File: config.mk
export PLATFORM = sky130hd
export DESIGN_NAME = pim_peri_ctrl
export DESIGN_NICKNAME = d
export VERILOG_FILES = /design/src/rtl/pim_ctrl_pkg.sv /design/src/rtl/pim_bus_decode.sv /design/src/rtl/pim_exec_timer.sv /design/src/rtl/pim_op_ctrl.sv /design/src/rtl/pim_peri_ctrl.sv
export VERILOG_INCLUDE_DIRS = /design/src /design/src/rtl
export SDC_FILE = /design/constraint.sdc
export NUM_CORES = 1
export LEC_CHECK = 0
export BUFFER_PORTS_ARGS = -buffer_cell sky130_fd_sc_hd__clkbuf_2
export CAP_MARGIN = 20
export CORE_ASPECT_RATIO = 0.75
export CORE_UTILIZATION = 47
export CTS_CLUSTER_SIZE = 25
export DETAILED_ROUTE_END_ITERATION = 8
export GPL_ROUTABILITY_DRIVEN = 0
export PLACE_DENSITY_LB_ADDON = 0.2
export SLEW_MARGIN = 40
export SYNTH_ARGS = -nofsm -noshare
export SYNTH_HDL_FRONTEND = slang
export SYNTH_SLANG_ARGS = --single-unit
File: constraint.sdc
create_clock -name clk_i -period 2.5 [get_ports clk_i]
set_input_delay 0.125 -clock clk_i [delete_from_list [all_inputs] [get_ports clk_i]]
set_output_delay 0.125 -clock clk_i [all_outputs]
set_load 0.02 [all_outputs]
File: src/rtl/pim_ctrl_config.svh
`ifndef PIM_CTRL_CONFIG_SVH
`define PIM_CTRL_CONFIG_SVH

// Bus register map, one word each
`define PIM_MODE_ADDR    32'h4100_0000
`define PIM_ZP_ADDR      32'h4200_0000
`define PIM_STATUS_ADDR  32'h4300_0000

// Upper address half of a cell-addressed setup write
`define PIM_CELL_PAGE    16'h4000

// Operation codes carried in mode data bits 2..0
`define PIM_OP_ERASE     3'd1
`define PIM_OP_PROGRAM   3'd2
`define PIM_OP_READ      3'd3
`define PIM_OP_ZP        3'd4

// Length of the read execution window in cycles
`define PIM_READ_CYCLES  4'd9

`endif

File: src/rtl/pim_ctrl_pkg.sv
package pim_ctrl_pkg;

    // Bus side
    typedef logic [31:0] bus_word_t;

    // Command fields
    typedef logic [2:0]  pim_op_t;
    typedef logic [6:0]  row_addr_t;
    typedef logic [8:0]  col_addr_t;
    typedef logic [16:0] pulse_width_t;
    typedef logic [4:0]  pulse_count_t;

    // Read window counter
    typedef logic [3:0]  exec_cnt_t;

    typedef enum logic [1:0] {
        CTRL_IDLE  = 2'd0,
        CTRL_SETUP = 2'd1,
        CTRL_EXEC  = 2'd2
    } ctrl_state_e;

endpackage

File: src/rtl/pim_bus_decode.sv
`timescale 1ns/10ps

`include "pim_ctrl_config.svh"

module pim_bus_decode import pim_ctrl_pkg::*; (
    input  logic         clk_i,
    input  logic         rst_ni,

    input  logic         bus_valid_i,
    input  bus_word_t    bus_addr_i,
    input  bus_word_t    bus_data_i,

    input  ctrl_state_e  state_i,

    output logic         mode_wr_o,
    output logic         cell_wr_o,
    output logic         zp_wr_o,

    output pim_op_t      op_o,
    output row_addr_t    row_o,
    output col_addr_t    col_o,
    output pulse_width_t width_o,
    output pulse_count_t count_o,

    output bus_word_t    data_o
);

    logic      mode_hit;
    logic      cell_hit;
    logic      zp_hit;
    logic      status_hit;
    logic      code_ok;
    logic      op_is_cell;
    pim_op_t   op_q;
    pim_op_t   wr_code;
    row_addr_t row_q;
    col_addr_t col_q;
    pulse_width_t width_q;
    pulse_count_t count_q;
    bus_word_t data_q;

    assign wr_code = bus_data_i[2:0];

    // Address matches, qualified by the strobe
    assign mode_hit   = bus_valid_i && (bus_addr_i == `PIM_MODE_ADDR);
    assign zp_hit     = bus_valid_i && (bus_addr_i == `PIM_ZP_ADDR);
    assign status_hit = bus_valid_i && (bus_addr_i == `PIM_STATUS_ADDR);
    assign cell_hit   = bus_valid_i && (bus_addr_i[31:16] == `PIM_CELL_PAGE);

    assign code_ok = (wr_code == `PIM_OP_ERASE)   ||
                     (wr_code == `PIM_OP_PROGRAM) ||
                     (wr_code == `PIM_OP_READ)    ||
                     (wr_code == `PIM_OP_ZP);

    // Operations whose setup write goes to the cell page
    assign op_is_cell = (op_q == `PIM_OP_ERASE)   ||
                        (op_q == `PIM_OP_PROGRAM) ||
                        (op_q == `PIM_OP_READ);

    assign mode_wr_o = mode_hit && code_ok && (state_i == CTRL_IDLE);
    assign cell_wr_o = cell_hit && op_is_cell && (state_i == CTRL_SETUP);
    assign zp_wr_o   = zp_hit && (op_q == `PIM_OP_ZP) && (state_i == CTRL_SETUP);

    always_ff @(posedge clk_i or negedge rst_ni) begin
        if (!rst_ni) begin
            op_q <= '0;
        end else if (mode_wr_o) begin
            op_q <= wr_code;
        end
    end

    // Cell fields from the setup write
    always_ff @(posedge clk_i) begin
        if (cell_wr_o) begin
            row_q <= bus_addr_i[15:9];
            col_q <= bus_addr_i[8:0];
            if (op_q == `PIM_OP_READ) begin
                // read carries no pulse train
                width_q <= '0;
                count_q <= '0;
            end else begin
                width_q <= bus_data_i[21:5];
                count_q <= bus_data_i[4:0];
            end
        end
    end

    // Status word, idle flag in bit 0
    always_ff @(posedge clk_i or negedge rst_ni) begin
        if (!rst_ni) begin
            data_q <= '0;
        end else if (status_hit) begin
            data_q <= {31'b0, (state_i == CTRL_IDLE)};
        end else begin
            data_q <= '0;
        end
    end

    assign op_o    = op_q;
    assign row_o   = row_q;
    assign col_o   = col_q;
    assign width_o = width_q;
    assign count_o = count_q;
    assign data_o  = data_q;

endmodule

File: src/rtl/pim_exec_timer.sv
`timescale 1ns/10ps

`include "pim_ctrl_config.svh"

module pim_exec_timer import pim_ctrl_pkg::*; (
    input  logic         clk_i,
    input  logic         rst_ni,

    input  logic         start_i,
    input  pim_op_t      op_i,
    input  pulse_width_t width_i,
    input  pulse_count_t count_i,

    output logic         pulse_on_o,
    output exec_cnt_t    read_cnt_o,
    output logic         done_o
);

    logic         train_run_q;
    pulse_width_t width_cnt_q;
    pulse_count_t pulse_cnt_q;
    pulse_count_t pulse_cnt_nxt;
    exec_cnt_t    read_cnt_q;
    logic         start_read;
    logic         train_zero;
    logic         pulse_end;
    logic         train_last;
    logic         train_done;
    logic         read_done;

    assign start_read = start_i && (op_i == `PIM_OP_READ);

    // Width and count arrive one edge after start, so the train counts up
    assign pulse_cnt_nxt = pulse_cnt_q + 5'd1;
    assign train_zero    = (width_i == '0) || (count_i == '0);
    assign pulse_end     = (width_cnt_q == width_i);
    assign train_last    = pulse_end && (pulse_cnt_nxt == count_i);
    assign train_done    = train_run_q && (train_zero || train_last);

    assign read_done = (read_cnt_q == 4'd1);

    always_ff @(posedge clk_i or negedge rst_ni) begin
        if (!rst_ni) begin
            train_run_q <= 1'b0;
            width_cnt_q <= '0;
            pulse_cnt_q <= '0;
        end else if (start_i && !start_read) begin
            train_run_q <= 1'b1;
            width_cnt_q <= '0;
            pulse_cnt_q <= '0;
        end else if (train_done) begin
            train_run_q <= 1'b0;
            width_cnt_q <= '0;
            pulse_cnt_q <= '0;
        end else if (train_run_q) begin
            if (pulse_end) begin
                // Gap cycle over, next pulse
                width_cnt_q <= '0;
                pulse_cnt_q <= pulse_cnt_nxt;
            end else begin
                width_cnt_q <= width_cnt_q + 17'd1;
            end
        end
    end

    // Read window counts down to zero
    always_ff @(posedge clk_i or negedge rst_ni) begin
        if (!rst_ni) begin
            read_cnt_q <= '0;
        end else if (start_read) begin
            read_cnt_q <= `PIM_READ_CYCLES;
        end else if (read_cnt_q != '0) begin
            read_cnt_q <= read_cnt_q - 4'd1;
        end
    end

    assign pulse_on_o = (train_run_q && (count_i != '0) && (width_cnt_q < width_i)) ||
                        (read_cnt_q != '0);
    assign read_cnt_o = read_cnt_q;
    assign done_o     = train_done || read_done;

endmodule

File: src/rtl/pim_op_ctrl.sv
`timescale 1ns/10ps

module pim_op_ctrl import pim_ctrl_pkg::*; (
    input  logic         clk_i,
    input  logic         rst_ni,

    input  logic         mode_wr_i,
    input  logic         cell_wr_i,
    input  logic         zp_wr_i,
    input  pim_op_t      op_i,
    input  row_addr_t    row_i,
    input  col_addr_t    col_i,
    input  bus_word_t    bus_data_i,

    input  logic         pulse_on_i,
    input  exec_cnt_t    read_cnt_i,
    input  logic         done_i,

    output ctrl_state_e  state_o,
    output logic         start_o,

    output logic         pim_en_o,
    output pim_op_t      pim_mode_o,
    output row_addr_t    row_addr_o,
    output col_addr_t    col_addr_o,
    output exec_cnt_t    exec_cnt_o,

    output logic         zp_en_o,
    output bus_word_t    zp_data_o
);

    ctrl_state_e state_q;
    ctrl_state_e state_d;
    logic        zp_en_q;
    bus_word_t   zp_data_q;
    logic        in_exec;

    always_comb begin
        state_d = state_q;
        case (state_q)
            CTRL_IDLE: begin
                if (mode_wr_i) begin
                    state_d = CTRL_SETUP;
                end
            end
            CTRL_SETUP: begin
                if (cell_wr_i) begin
                    state_d = CTRL_EXEC;
                end else if (zp_wr_i) begin
                    // zero point needs no execution phase
                    state_d = CTRL_IDLE;
                end
            end
            CTRL_EXEC: begin
                if (done_i) begin
                    state_d = CTRL_IDLE;
                end
            end
            default: begin
                state_d = CTRL_IDLE;
            end
        endcase
    end

    always_ff @(posedge clk_i or negedge rst_ni) begin
        if (!rst_ni) begin
            state_q <= CTRL_IDLE;
        end else begin
            state_q <= state_d;
        end
    end

    assign start_o = cell_wr_i && (state_q == CTRL_SETUP);
    assign state_o = state_q;

    // Array drivers are quiet outside EXEC
    assign in_exec    = (state_q == CTRL_EXEC);
    assign pim_en_o   = in_exec && pulse_on_i;
    assign pim_mode_o = in_exec ? op_i : '0;
    assign row_addr_o = in_exec ? row_i : '0;
    assign col_addr_o = in_exec ? col_i : '0;
    assign exec_cnt_o = in_exec ? read_cnt_i : '0;

    always_ff @(posedge clk_i or negedge rst_ni) begin
        if (!rst_ni) begin
            zp_en_q <= 1'b0;
        end else begin
            zp_en_q <= zp_wr_i;
        end
    end

    always_ff @(posedge clk_i) begin
        if (zp_wr_i) begin
            zp_data_q <= bus_data_i;
        end
    end

    assign zp_en_o   = zp_en_q;
    assign zp_data_o = zp_data_q;

endmodule

File: src/rtl/pim_peri_ctrl.sv
`timescale 1ns/10ps

module pim_peri_ctrl import pim_ctrl_pkg::*; (
    input  logic      clk_i,
    input  logic      rst_ni,

    // Core bus
    input  logic      bus_valid_i,
    input  bus_word_t bus_addr_i,
    input  bus_word_t bus_data_i,
    output bus_word_t data_o,

    // Row and column drivers
    output logic      pim_en_o,
    output pim_op_t   pim_mode_o,
    output row_addr_t row_addr_o,
    output col_addr_t col_addr_o,
    output exec_cnt_t exec_cnt_o,

    // Zero point
    output logic      zp_en_o,
    output bus_word_t zp_data_o
);

    logic         mode_wr;
    logic         cell_wr;
    logic         zp_wr;
    pim_op_t      op;
    row_addr_t    row;
    col_addr_t    col;
    pulse_width_t width;
    pulse_count_t count;
    ctrl_state_e  state;
    logic         start;
    logic         pulse_on;
    exec_cnt_t    read_cnt;
    logic         done;

    pim_bus_decode u_bus_decode (
        .clk_i       (clk_i),
        .rst_ni      (rst_ni),
        .bus_valid_i (bus_valid_i),
        .bus_addr_i  (bus_addr_i),
        .bus_data_i  (bus_data_i),
        .state_i     (state),
        .mode_wr_o   (mode_wr),
        .cell_wr_o   (cell_wr),
        .zp_wr_o     (zp_wr),
        .op_o        (op),
        .row_o       (row),
        .col_o       (col),
        .width_o     (width),
        .count_o     (count),
        .data_o      (data_o)
    );

    pim_exec_timer u_exec_timer (
        .clk_i      (clk_i),
        .rst_ni     (rst_ni),
        .start_i    (start),
        .op_i       (op),
        .width_i    (width),
        .count_i    (count),
        .pulse_on_o (pulse_on),
        .read_cnt_o (read_cnt),
        .done_o     (done)
    );

    pim_op_ctrl u_op_ctrl (
        .clk_i      (clk_i),
        .rst_ni     (rst_ni),
        .mode_wr_i  (mode_wr),
        .cell_wr_i  (cell_wr),
        .zp_wr_i    (zp_wr),
        .op_i       (op),
        .row_i      (row),
        .col_i      (col),
        .bus_data_i (bus_data_i),
        .pulse_on_i (pulse_on),
        .read_cnt_i (read_cnt),
        .done_i     (done),
        .state_o    (state),
        .start_o    (start),
        .pim_en_o   (pim_en_o),
        .pim_mode_o (pim_mode_o),
        .row_addr_o (row_addr_o),
        .col_addr_o (col_addr_o),
        .exec_cnt_o (exec_cnt_o),
        .zp_en_o    (zp_en_o),
        .zp_data_o  (zp_data_o)
    );

endmodule

==> results_dict.tcl, run 1 <==
set metrics [dict create \
    tightest_slew_ns 0.645 \
    internal_power_mw 2.72 \
    clockBufferDepth 2 \
    cts_sinks 104 \
    start_util_pct 49.1 \
    clk_latency_ns 0.35 \
    async_reset_ff_share_pct 32.7 \
    fin_crit_sh_pct 94.1 \
    synth_top_area_cell "edfxtp_1" \
    firstDrtPassIters 4 \
    final_common_cell "clkbuf_2" \
    crit_family "compound AO/OA/AOI/OAI gates" \
    hp-class "primary input to flop" \
    vdd_drop_max_v 0.000531 \
    grt_pass1_wl_mm 19.6 \
    synthTopCellsByArea "edfxtp_1 (41%), dfrtp_1 (17%), and2_1 (5.8%), ha_1 (5.4%), buf_4 (4.6%)" \
    drt_first_iter_violations 190 \
    drv_slew 0 \
    top_layer "met4" \
    tns_ns 0 \
    crit_top_cell "o21a_1" \
    synthCells 433 \
    switching_share_pct 21.4 \
    vias_per_cell 5.15 \
    seqPwrFrac_pct 53.1 \
    ant_nets 0 \
    cp_slowest_stage_delay_ns 0.45 \
    cp-start-kind "flop" \
    crit_buf_inv 1 \
    num_antenna_cells 0 \
    fp.dieW_um 122 \
    n_fill_cell 831 \
    cts_max_level 3 \
    synth_top_area_share_pct 41.1 \
    crit_fanout 4 \
    setup_violations 0 \
    synth_area_per_cell_um2 11.8 \
    coreArea_um2 10400 \
    drv_cap 0 \
    min_period_ns 2.35 \
    slowest_stage "dfrtp_1" \
    wire_per_inst_um 16.0 \
    netlist_area_um2 5110 \
    rsz0062_at_grt "false" \
    rows 32 \
    final_cell_mix "clkbuf_2 (122), edfxtp_1 (70), and2_1 (47)" \
    worstSetupPathType "flop to output port" \
    fmax_ghz 0.425 \
    finalWirelength_mm 12.1 \
    synth_enable_flop_cells 70 \
    grt_util_all_layers_pct 23.0 \
    timing_hold_violations_final 0 \
    area_delta_synth_final_pct 29.1 \
    dpl_cell_area_um2 5830 \
    io_buffer_count 124 \
    post-route-drc-count 0 \
    status "finished clean" \
    dp_hpwl_mm 8.65 \
    cts-root-buf "clkbuf_16" \
    ioPinCount 156 \
    ys_ff_latch 104 \
    wl_met3_um 854 \
    ys.flop_type "edfxtp_1" \
    multiInputGateArea_um2 1930 \
    grt_pass1_vias 3900 \
    dieArea_um2 11300 \
    regArea_um2 2950 \
    cp_cell_sequence "ha_1 > nor2b_1 > o21a_1 > o21a_1 > o21ai_1 > a311oi_1 > nor3b_1 > buf_2" \
    worstPathArrival_ns 2.23 \
    relSlewSlack_pct 56.7 \
    vias 3889 \
    antenna_found_initial 0 \
    leakage_nw 2.92 \
    cts_buffers 9 \
    fin_util_pct 63.4 \
    seq_area_frac_synth_pct 57.8 \
    endpoint_kind "output port" \
    grt_max_degree 35 \
    final_nets 703 \
    die_height_um 92.3 \
    overflow 0 \
    wl_met1_mm 5.42 \
    cp.required_ns 2.38 \
    synth.distinct_cells 51 \
    finClkSkew_ns 0.00877 \
    path_clk_slew_ns 0.07 \
    drive_above_1_share_pct 26.3 \
    route.met2.wl_mm 5.57 \
    yosysWarnings 0 \
    post_cts.repair.setup_buffers 0 \
    pwr-share-clk_pct 41.4 \
    final_area_um2 6600 \
    cts_tree "yes" \
    pwr_density_cell_nw_per_um2 525 \
    p_sw_uw 741 \
    power_frac_comb_pct 5.5 \
]
[power by group through the flow]
stage          sequential [mW]  combinational (mW)  clock, mW
2_1_floorplan             1.88              0.0939          0
3_3_place_gp              1.88               0.128          0
3_5_place_dp              1.88               0.132          0
4_1_cts                   1.84               0.188       1.45
5_1_grt                   1.84               0.210       1.51
6_report                  1.84               0.191       1.44
[cell type report]
| cell class | instances | share of cell area, % |
|---|---|---|
| sequential | 104 | 44.8 |
| multi-input combinational | 297 | 29.2 |
| inverter | 23 | 1.31 |
| clock inverter | 5 | 0.967 |
| timing repair buffer | 179 | 17.6 |
| tap | 136 | 2.58 |
| clock buffer | 11 | 3.53 |
[Yosys cell counts (3+ instances only)]
master	n
buf_4	31
dfrtp_1	34
o21a_1	3
nor3b_1	4
nor2_1	24
xor2_1	4
inv_1	23
nand2_1	25
xnor2_1	14
or4_1	4
and2_1	47
nor3_1	14
nand4_1	8
ha_1	22
o21ai_0	10
nor2b_1	10
nor4_1	10
and4_1	4
clkbuf_1	5
mux2_2	3
a21oi_1	7
edfxtp_1	70
and3_1	3
nand3_1	16
or2_2	3
[per-layer routing]
metal	GRT usage, %	up-vias
met2	36.0	142
li1	-	1847
met4	8.13	0
met5	0	-
met1	30.2	1881
met3	7.08	19
[path summary, 6_finish.rpt]
kind                            depth (start not counted)  slack (ns)                     endpoint                        start
worst max-delay path                                    8        0.15                     pim_en_o  u_exec_timer.width_cnt_q[1]
min in group asynchronous                               2        0.31     u_exec_timer.train_run_q                       rst_ni
worst min register to register                          1        0.55  u_exec_timer.pulse_cnt_q[1]  u_exec_timer.pulse_cnt_q[1]
worst max register to register                          7        0.16  u_exec_timer.width_cnt_q[5]  u_exec_timer.width_cnt_q[6]
worst min-delay path                                    1        0.01       u_op_ctrl.zp_data_o[1]                bus_data_i[1]
max in group asynchronous                               2        1.83  u_exec_timer.width_cnt_q[7]                       rst_ni
[stage by stage]
stage	power [mW]	setup slack, ns	hold WS (ns)	instances
detailed placement	2.01	0.203	0.153	693
global route	3.56	0.00109	0.0155	755
floorplan	1.97	0.279	-0.171	463
CTS	3.48	0.00770	0.00400	755
global placement	2.00	0.269	0.288	693
finish	3.47	0.148	0.0141	755
[registers in the layout, summed over array words and instances, names as in the netlist]
signal,cells
u_bus_decode.op_o,3
u_bus_decode.count_o,5
u_bus_decode.width_o,17
u_exec_timer.pulse_cnt_q,5
u_bus_decode.row_o,7
u_exec_timer.train_run_q,1
u_bus_decode.col_o,9
u_exec_timer.width_cnt_q,17
u_exec_timer.read_cnt_o,4
u_op_ctrl.state_o,2
u_bus_decode.data_o,1
u_op_ctrl.zp_en_o,1
u_op_ctrl.zp_data_o,32
[what timing repair did]
action	in CTS	in global routing
endpoints found under the setup margin	0	1
gates resized for setup	0	5
hold endpoints to repair	79	0
hold buffers	46	0
[kinds of logic (layout without fill, tap and decap cells)]
family / Yosys count / in the layout / share of synthesized area, %
buffers and inverters: 62 / 218 / 7.03
other: 1 / 31 / 0.0734
xor gates and xnor gates: 18 / 18 / 3.09
DFF: 104 / 104 / 57.8
muxes: 4 / 4 / 0.857
AOI/OAI and AO/OA: 41 / 41 / 5.41
adders and majority gates: 22 / 22 / 5.39
and+or+nand+nor: 181 / 181 / 20.4
(Power assumes the default switching activity.)
==> run 2, diff against run 1 <==
--- a/config.mk
+++ b/config.mk
@@ -6,13 +6,13 @@
 export SDC_FILE = /design/constraint.sdc
 export NUM_CORES = 1
 export LEC_CHECK = 0
+export ABC_AREA = 1
 export BUFFER_PORTS_ARGS = -buffer_cell sky130_fd_sc_hd__clkbuf_2
 export CAP_MARGIN = 20
 export CORE_ASPECT_RATIO = 0.75
-export CORE_UTILIZATION = 47
+export CORE_UTILIZATION = 48
 export CTS_CLUSTER_SIZE = 25
 export DETAILED_ROUTE_END_ITERATION = 8
-export GPL_ROUTABILITY_DRIVEN = 0
 export PLACE_DENSITY_LB_ADDON = 0.2
 export SLEW_MARGIN = 40
 export SYNTH_ARGS = -nofsm -noshare
==> results_dict.tcl, run 2 <==
set metrics [dict create \
    synthTopCellsByArea "edfxtp_1 (38%), dfrtp_1 (15%), nor2_1 (7.5%), inv_1 (7.1%), nand2_1 (6.1%)" \
    fin_util_pct 63.5 \
    largest_register_ffs 32 \
    vias 4558 \
    grt_pass1_vias 4220 \
    finClkSkew_ns 0.0116 \
    n_fill_cell 904 \
    clk_latency_ns 0.35 \
    ys.flop_type "edfxtp_1" \
    vias_per_cell 4.90 \
    rsz0062_at_grt "false" \
    synth_most_common_cell "nor2_1" \
    final_cell_mix "clkbuf_2 (123), nor2_1 (109), inv_1 (104)" \
    area_delta_synth_final_pct 27.1 \
    cp.required_ns 2.38 \
    grt_pass1_wl_mm 21.0 \
    synth_enable_flop_cells 70 \
    grt_max_degree 39 \
    tns_ns 0 \
    hp-class "primary input to flop" \
    cp_slowest_stage_delay_ns 0.46 \
    drive_above_1_share_pct 21.4 \
    regArea_um2 2950 \
    ys_ff_latch 104 \
    finalWirelength_mm 12.9 \
    grt_util_all_layers_pct 22.7 \
    io_buffer_count 124 \
    seq_area_frac_synth_pct 53.4 \
    cts-root-buf "clkbuf_16" \
    tightest_slew_ns 0.500 \
    final_nets 875 \
    cp_cell_sequence "ha_1 > a21o_1 > o21ai_0 > o211ai_1 > nand2_1 > o2111ai_1 > a21oi_1 > clkbuf_2" \
    synth_area_per_cell_um2 9.09 \
    netlist_area_um2 5530 \
    relSlewSlack_pct 66.6 \
    overflow 0 \
    crit_fanout 6 \
    multiInputGateArea_um2 1990 \
    rows 33 \
    synth_top_area_share_pct 38.0 \
    clockBufferDepth 2 \
    post-route-drc-count 0 \
    pwr_density_cell_nw_per_um2 506 \
    synth_top_area_cell "edfxtp_1" \
    synthCells 608 \
    dieArea_um2 12000 \
    min_period_ns 2.33 \
    timing_hold_violations_final 0 \
    firstDrtPassIters 5 \
    coreArea_um2 11100 \
    totalPowerFinal_mw 3.56 \
    final_cells 931 \
    worstPathArrival_ns 2.21 \
    cts_tree "yes" \
    gp_congestion 0.899 \
    wire_per_inst_um 13.8 \
    cp-start-kind "flop" \
    whs_ns 0.0692 \
    die_height_um 94.9 \
    leakage_nw 3.41 \
    dp_hpwl_mm 8.84 \
    fin_crit_sh_pct 93.4 \
    ant_nets 0 \
    ioPinCount 156 \
    endpoint_kind "output port" \
    path_clk_slew_ns 0.08 \
    drt_first_iter_violations 342 \
    async_reset_ff_share_pct 32.7 \
    final_common_cell "clkbuf_2" \
    fp.dieW_um 126 \
    status "finished clean" \
    cts_max_level 3 \
    cts_sinks 104 \
    synthTopCellsByCount "nor2_1 (110), inv_1 (104), nand2_1 (90), edfxtp_1 (70), dfrtp_1 (34)" \
    slowest_stage "dfrtp_1" \
    num_antenna_cells 0 \
    drv_slew 0 \
    placedCellCount 866 \
    start_util_pct 50.0 \
    setup_violations 0 \
    synth.distinct_cells 39 \
    worstSetupPathType "flop to output port" \
    cts_buffers 9 \
    vdd_drop_max_v 0.000410 \
    yosysWarnings 0 \
    fmax_ghz 0.428 \
    antenna_found_initial 0 \
    drv_cap 0 \
]
[run 2: changes by cell type after synthesis, sizes merged, moves of 11 or more]
| cell | change |
|---|---|
| and2 | -47 |
| inv | +86 |
| nand2 | +71 |
| nand3 | +11 |
| nand4 | +17 |
| nor2 | +89 |
| o21ai | +13 |
| xnor2 | -13 |
[run 2: power by group]
group	internal [mW]	switching, mW	total (mW)
clock network	0.810	0.701	1.51
logic	0.0990	0.112	0.211
registers	1.84	0.0000000000648	1.84
total	2.75	0.813	3.56
[run 2: stage by stage]
step                setup WS, ns  instance area (um^2)
finish                     0.165                  7030
global route              0.0229                  7030
CTS                        0.133                  7020
detailed placement         0.327                  6210
global placement           0.399                  6210
floorplan                  0.365                  5640
[run 2: cell families after synthesis]
family                     count (synthesis)  share of synthesized area [%]
and+or+nand+nor                          276                           22.5
adders and majority gates                 22                           4.98
AOI/OAI and AO/OA                         40                           3.94
other                                      1                         0.0678
buffers and inverters                    150                           12.8
xor gates and xnor gates                  15                           2.38
DFF                                      104                           53.4
[run 2: routing by layer]
layer	up-vias	global-route usage, %	share of wire (%)
met5	-	0	0
met4	0	6.33	1.0
met3	13	5.27	8.1
met2	190	34.3	44
met1	2108	32.6	47
li1	2247	-	-
[run 2: area by class of cell]
cell class                 count  area share (%)
sequential                   104            42.0
multi-input combinational    384            28.4
timing repair buffer         178            16.7
inverter                     109            5.82
clock buffer                   9            3.20
tap                          140            2.49
clock inverter                 7            1.35
[run 2: timing repair]
action / CTS / global route
hold endpoints to repair: 82 / 0
buffers inserted: 0 / 0
setup endpoints to repair: 0 / 1
hold buffers: 49 / 0
resized for setup: 0 / 1
[run 2: critical path, delay by kind of cell (launching register included)]
family	cells	cell delay [ns]
adders and majority gates	1	0.34
DFF	1	0.46
buffers and inverters	1	0.18
and+or+nand+nor	1	0.08
AOI/OAI and AO/OA	5	0.81
[run 2: path summary, 6_finish.rpt]
| check | startpoint | slack [ns] | end | cells after the start |
|---|---|---|---|---|
| worst max-delay path | u_exec_timer.width_cnt_q[4] | 0.17 | pim_en_o | 8 |
| worst min-delay path | bus_addr_i[24] | 0.07 | u_bus_decode.data_o[0] | 2 |
| worst max register to register | u_exec_timer.width_cnt_q[4] | 0.26 | u_exec_timer.width_cnt_q[16] | 14 |
| worst min register to register | u_bus_decode.op_o[0] | 0.53 | u_bus_decode.op_o[0] | 2 |
| max in group asynchronous | rst_ni | 1.85 | u_exec_timer.pulse_cnt_q[3] | 2 |
| min in group asynchronous | rst_ni | 0.31 | u_exec_timer.width_cnt_q[14] | 2 |
==> run 3, diff against run 2 <==
--- a/config.mk
+++ b/config.mk
@@ -10,6 +10,7 @@
 export BUFFER_PORTS_ARGS = -buffer_cell sky130_fd_sc_hd__clkbuf_2
 export CAP_MARGIN = 20
 export CORE_ASPECT_RATIO = 0.75
+export CORE_MARGIN = 2
 export CORE_UTILIZATION = 48
 export CTS_CLUSTER_SIZE = 25
 export DETAILED_ROUTE_END_ITERATION = 8
==> results_dict.tcl, run 3 (synthesized netlist as in run 2, its figures left out) <==
set metrics [dict create \
    cp-endpoint "pim_en_o" \
    grt_max_degree 39 \
    cp_slowest_stage_delay_ns 0.43 \
    cp-start-kind "flop" \
    io_buffer_count 124 \
    tns_ns 0 \
    tightest_slew_ns 0.505 \
    leakage_nw 3.40 \
    cp.required_ns 2.38 \
    hp-class "primary input to flop" \
    post-route-drc-count 0 \
    drt_first_iter_violations 328 \
    min_from "bus_addr_i[24]" \
    area_delta_synth_final_pct 26.9 \
    num_antenna_cells 0 \
    firstDrtPassIters 5 \
    coreArea_um2 11100 \
    pwr_density_cell_nw_per_um2 495 \
    worstPathArrival_ns 2.26 \
    ioPinCount 156 \
    worstRegToRegCells 14 \
    status "finished clean" \
    drive_above_1_share_pct 21.5 \
    overflow 0 \
    timing_hold_violations_final 0 \
    final_nets 874 \
    grt_util_all_layers_pct 22.0 \
    grt_pass1_vias 4414 \
    final_cell_mix "clkbuf_2 (123), nor2_1 (109), inv_1 (104)" \
    path_clk_slew_ns 0.08 \
    final_common_cell "clkbuf_2" \
    crit_fanout 3 \
    final_cells 930 \
    fin_crit_sh_pct 95.3 \
    placedCellCount 865 \
    fp.dieW_um 128 \
    cts_tree "yes" \
    gp_congestion 0.933 \
    rrSetupSlack_ns 0.17 \
    worstSetupPathType "flop to output port" \
    slowest_stage "dfrtp_1" \
    wire_per_inst_um 14.1 \
    rows 33 \
    cp_cell_sequence "ha_1 > nand2_1 > inv_1 > nand3_1 > nor3_1 > nand3_1 > o2111ai_2 > a21oi_1 > clkbuf_2" \
    finClkSkew_ns 0.0106 \
    worstSetupStartpoint "u_exec_timer.width_cnt_q[16]" \
    grt_pass1_wl_mm 21.6 \
    antenna_found_initial 0 \
    ant_nets 0 \
    worst_r2r_endpoint "u_exec_timer.width_cnt_q[3]" \
    vias 4537 \
    crit_top_cell "nand3_1" \
    endpoint_kind "output port" \
    cts-root-buf "clkbuf_16" \
    r2r_start "u_exec_timer.width_cnt_q[4]" \
    relSlewSlack_pct 66.3 \
    clk_latency_ns 0.35 \
    finalWirelength_mm 13.2 \
    cts_sinks 104 \
    start_util_pct 50.0 \
    vdd_drop_max_v 0.000379 \
    rsz0062_at_grt "false" \
    cts_max_level 3 \
    fmax_ghz 0.420 \
    clockBufferDepth 2 \
    die_height_um 96.9 \
    min_period_ns 2.38 \
    drv_cap 0 \
    setup_violations 0 \
    cts_buffers 9 \
    vias_per_cell 4.88 \
    drv_slew 0 \
    dieArea_um2 12400 \
    dp_hpwl_mm 9.16 \
    largest_register_ffs 32 \
]
run 3: area by class of cell:
| class | count | area, um^2 |
|---|---|---|
| timing repair buffer | 177 | 1170 |
| inverter | 109 | 409 |
| sequential | 104 | 2960 |
| clock inverter | 7 | 83.8 |
| tap | 140 | 175 |
| fill | 902 | 4050 |
| multi-input combinational | 384 | 2000 |
| clock buffer | 9 | 225 |
run 3: stage by stage:
stage | instance area, um^2 | hold WS (ns) | total power [mW] | worst slack [ns] | util, %
after floorplan | 5640 | -0.171 | 1.98 | 0.365 | -
after global placement | 6200 | 0.293 | 2.02 | 0.412 | 56.0
after detailed placement | 6200 | 0.152 | 2.02 | 0.262 | 56.1
after CTS | 7000 | 0.0762 | 3.49 | 0.0702 | 63.3
after global routing | 7010 | 0.0875 | 3.58 | 0.00608 | 63.4
final | 7010 | 0.0796 | 3.47 | 0.118 | 63.4
run 3: how the worst min path moves through the flow:
stage,depth (start not counted),end
floorplan,0,u_bus_decode.data_o[0]
global placement,1,u_exec_timer.width_cnt_q[13]
detailed placement,1,u_exec_timer.width_cnt_q[14]
CTS,2,u_bus_decode.data_o[0]
global route,2,u_bus_decode.data_o[0]
finish,2,u_bus_decode.data_o[0]
run 3: critical path: cells and delay by family, from the launching register on:
family                   cells  cell delay, ns
AND/OR/NAND/NOR              4            0.56
buffers and inverters        2            0.24
flip-flops                   1            0.43
adder cells (fa/ha/maj)      1            0.35
AO/OA/AOI/OAI                2            0.33
run 3: where the power goes:
part | internal [mW] | total, mW | switching (mW)
registers | 1.84 | 1.84 | 0.0000000000629
logic | 0.0990 | 0.211 | 0.112
clock network | 0.718 | 1.42 | 0.703
run 3: routing by layer:
metal  GRT usage, %  share of wire (%)
met1           31.3                 45
met2           32.8                 44
met3           6.69                9.3
met5              0                  0
met4           6.09                1.6
run 3: what timing repair did:
item                                   CTS  global route
endpoints found under the hold margin   82             0
hold buffers                            49             0
setup endpoints to repair                0             6
buffers inserted                         0             0
gates resized for setup                  0             4
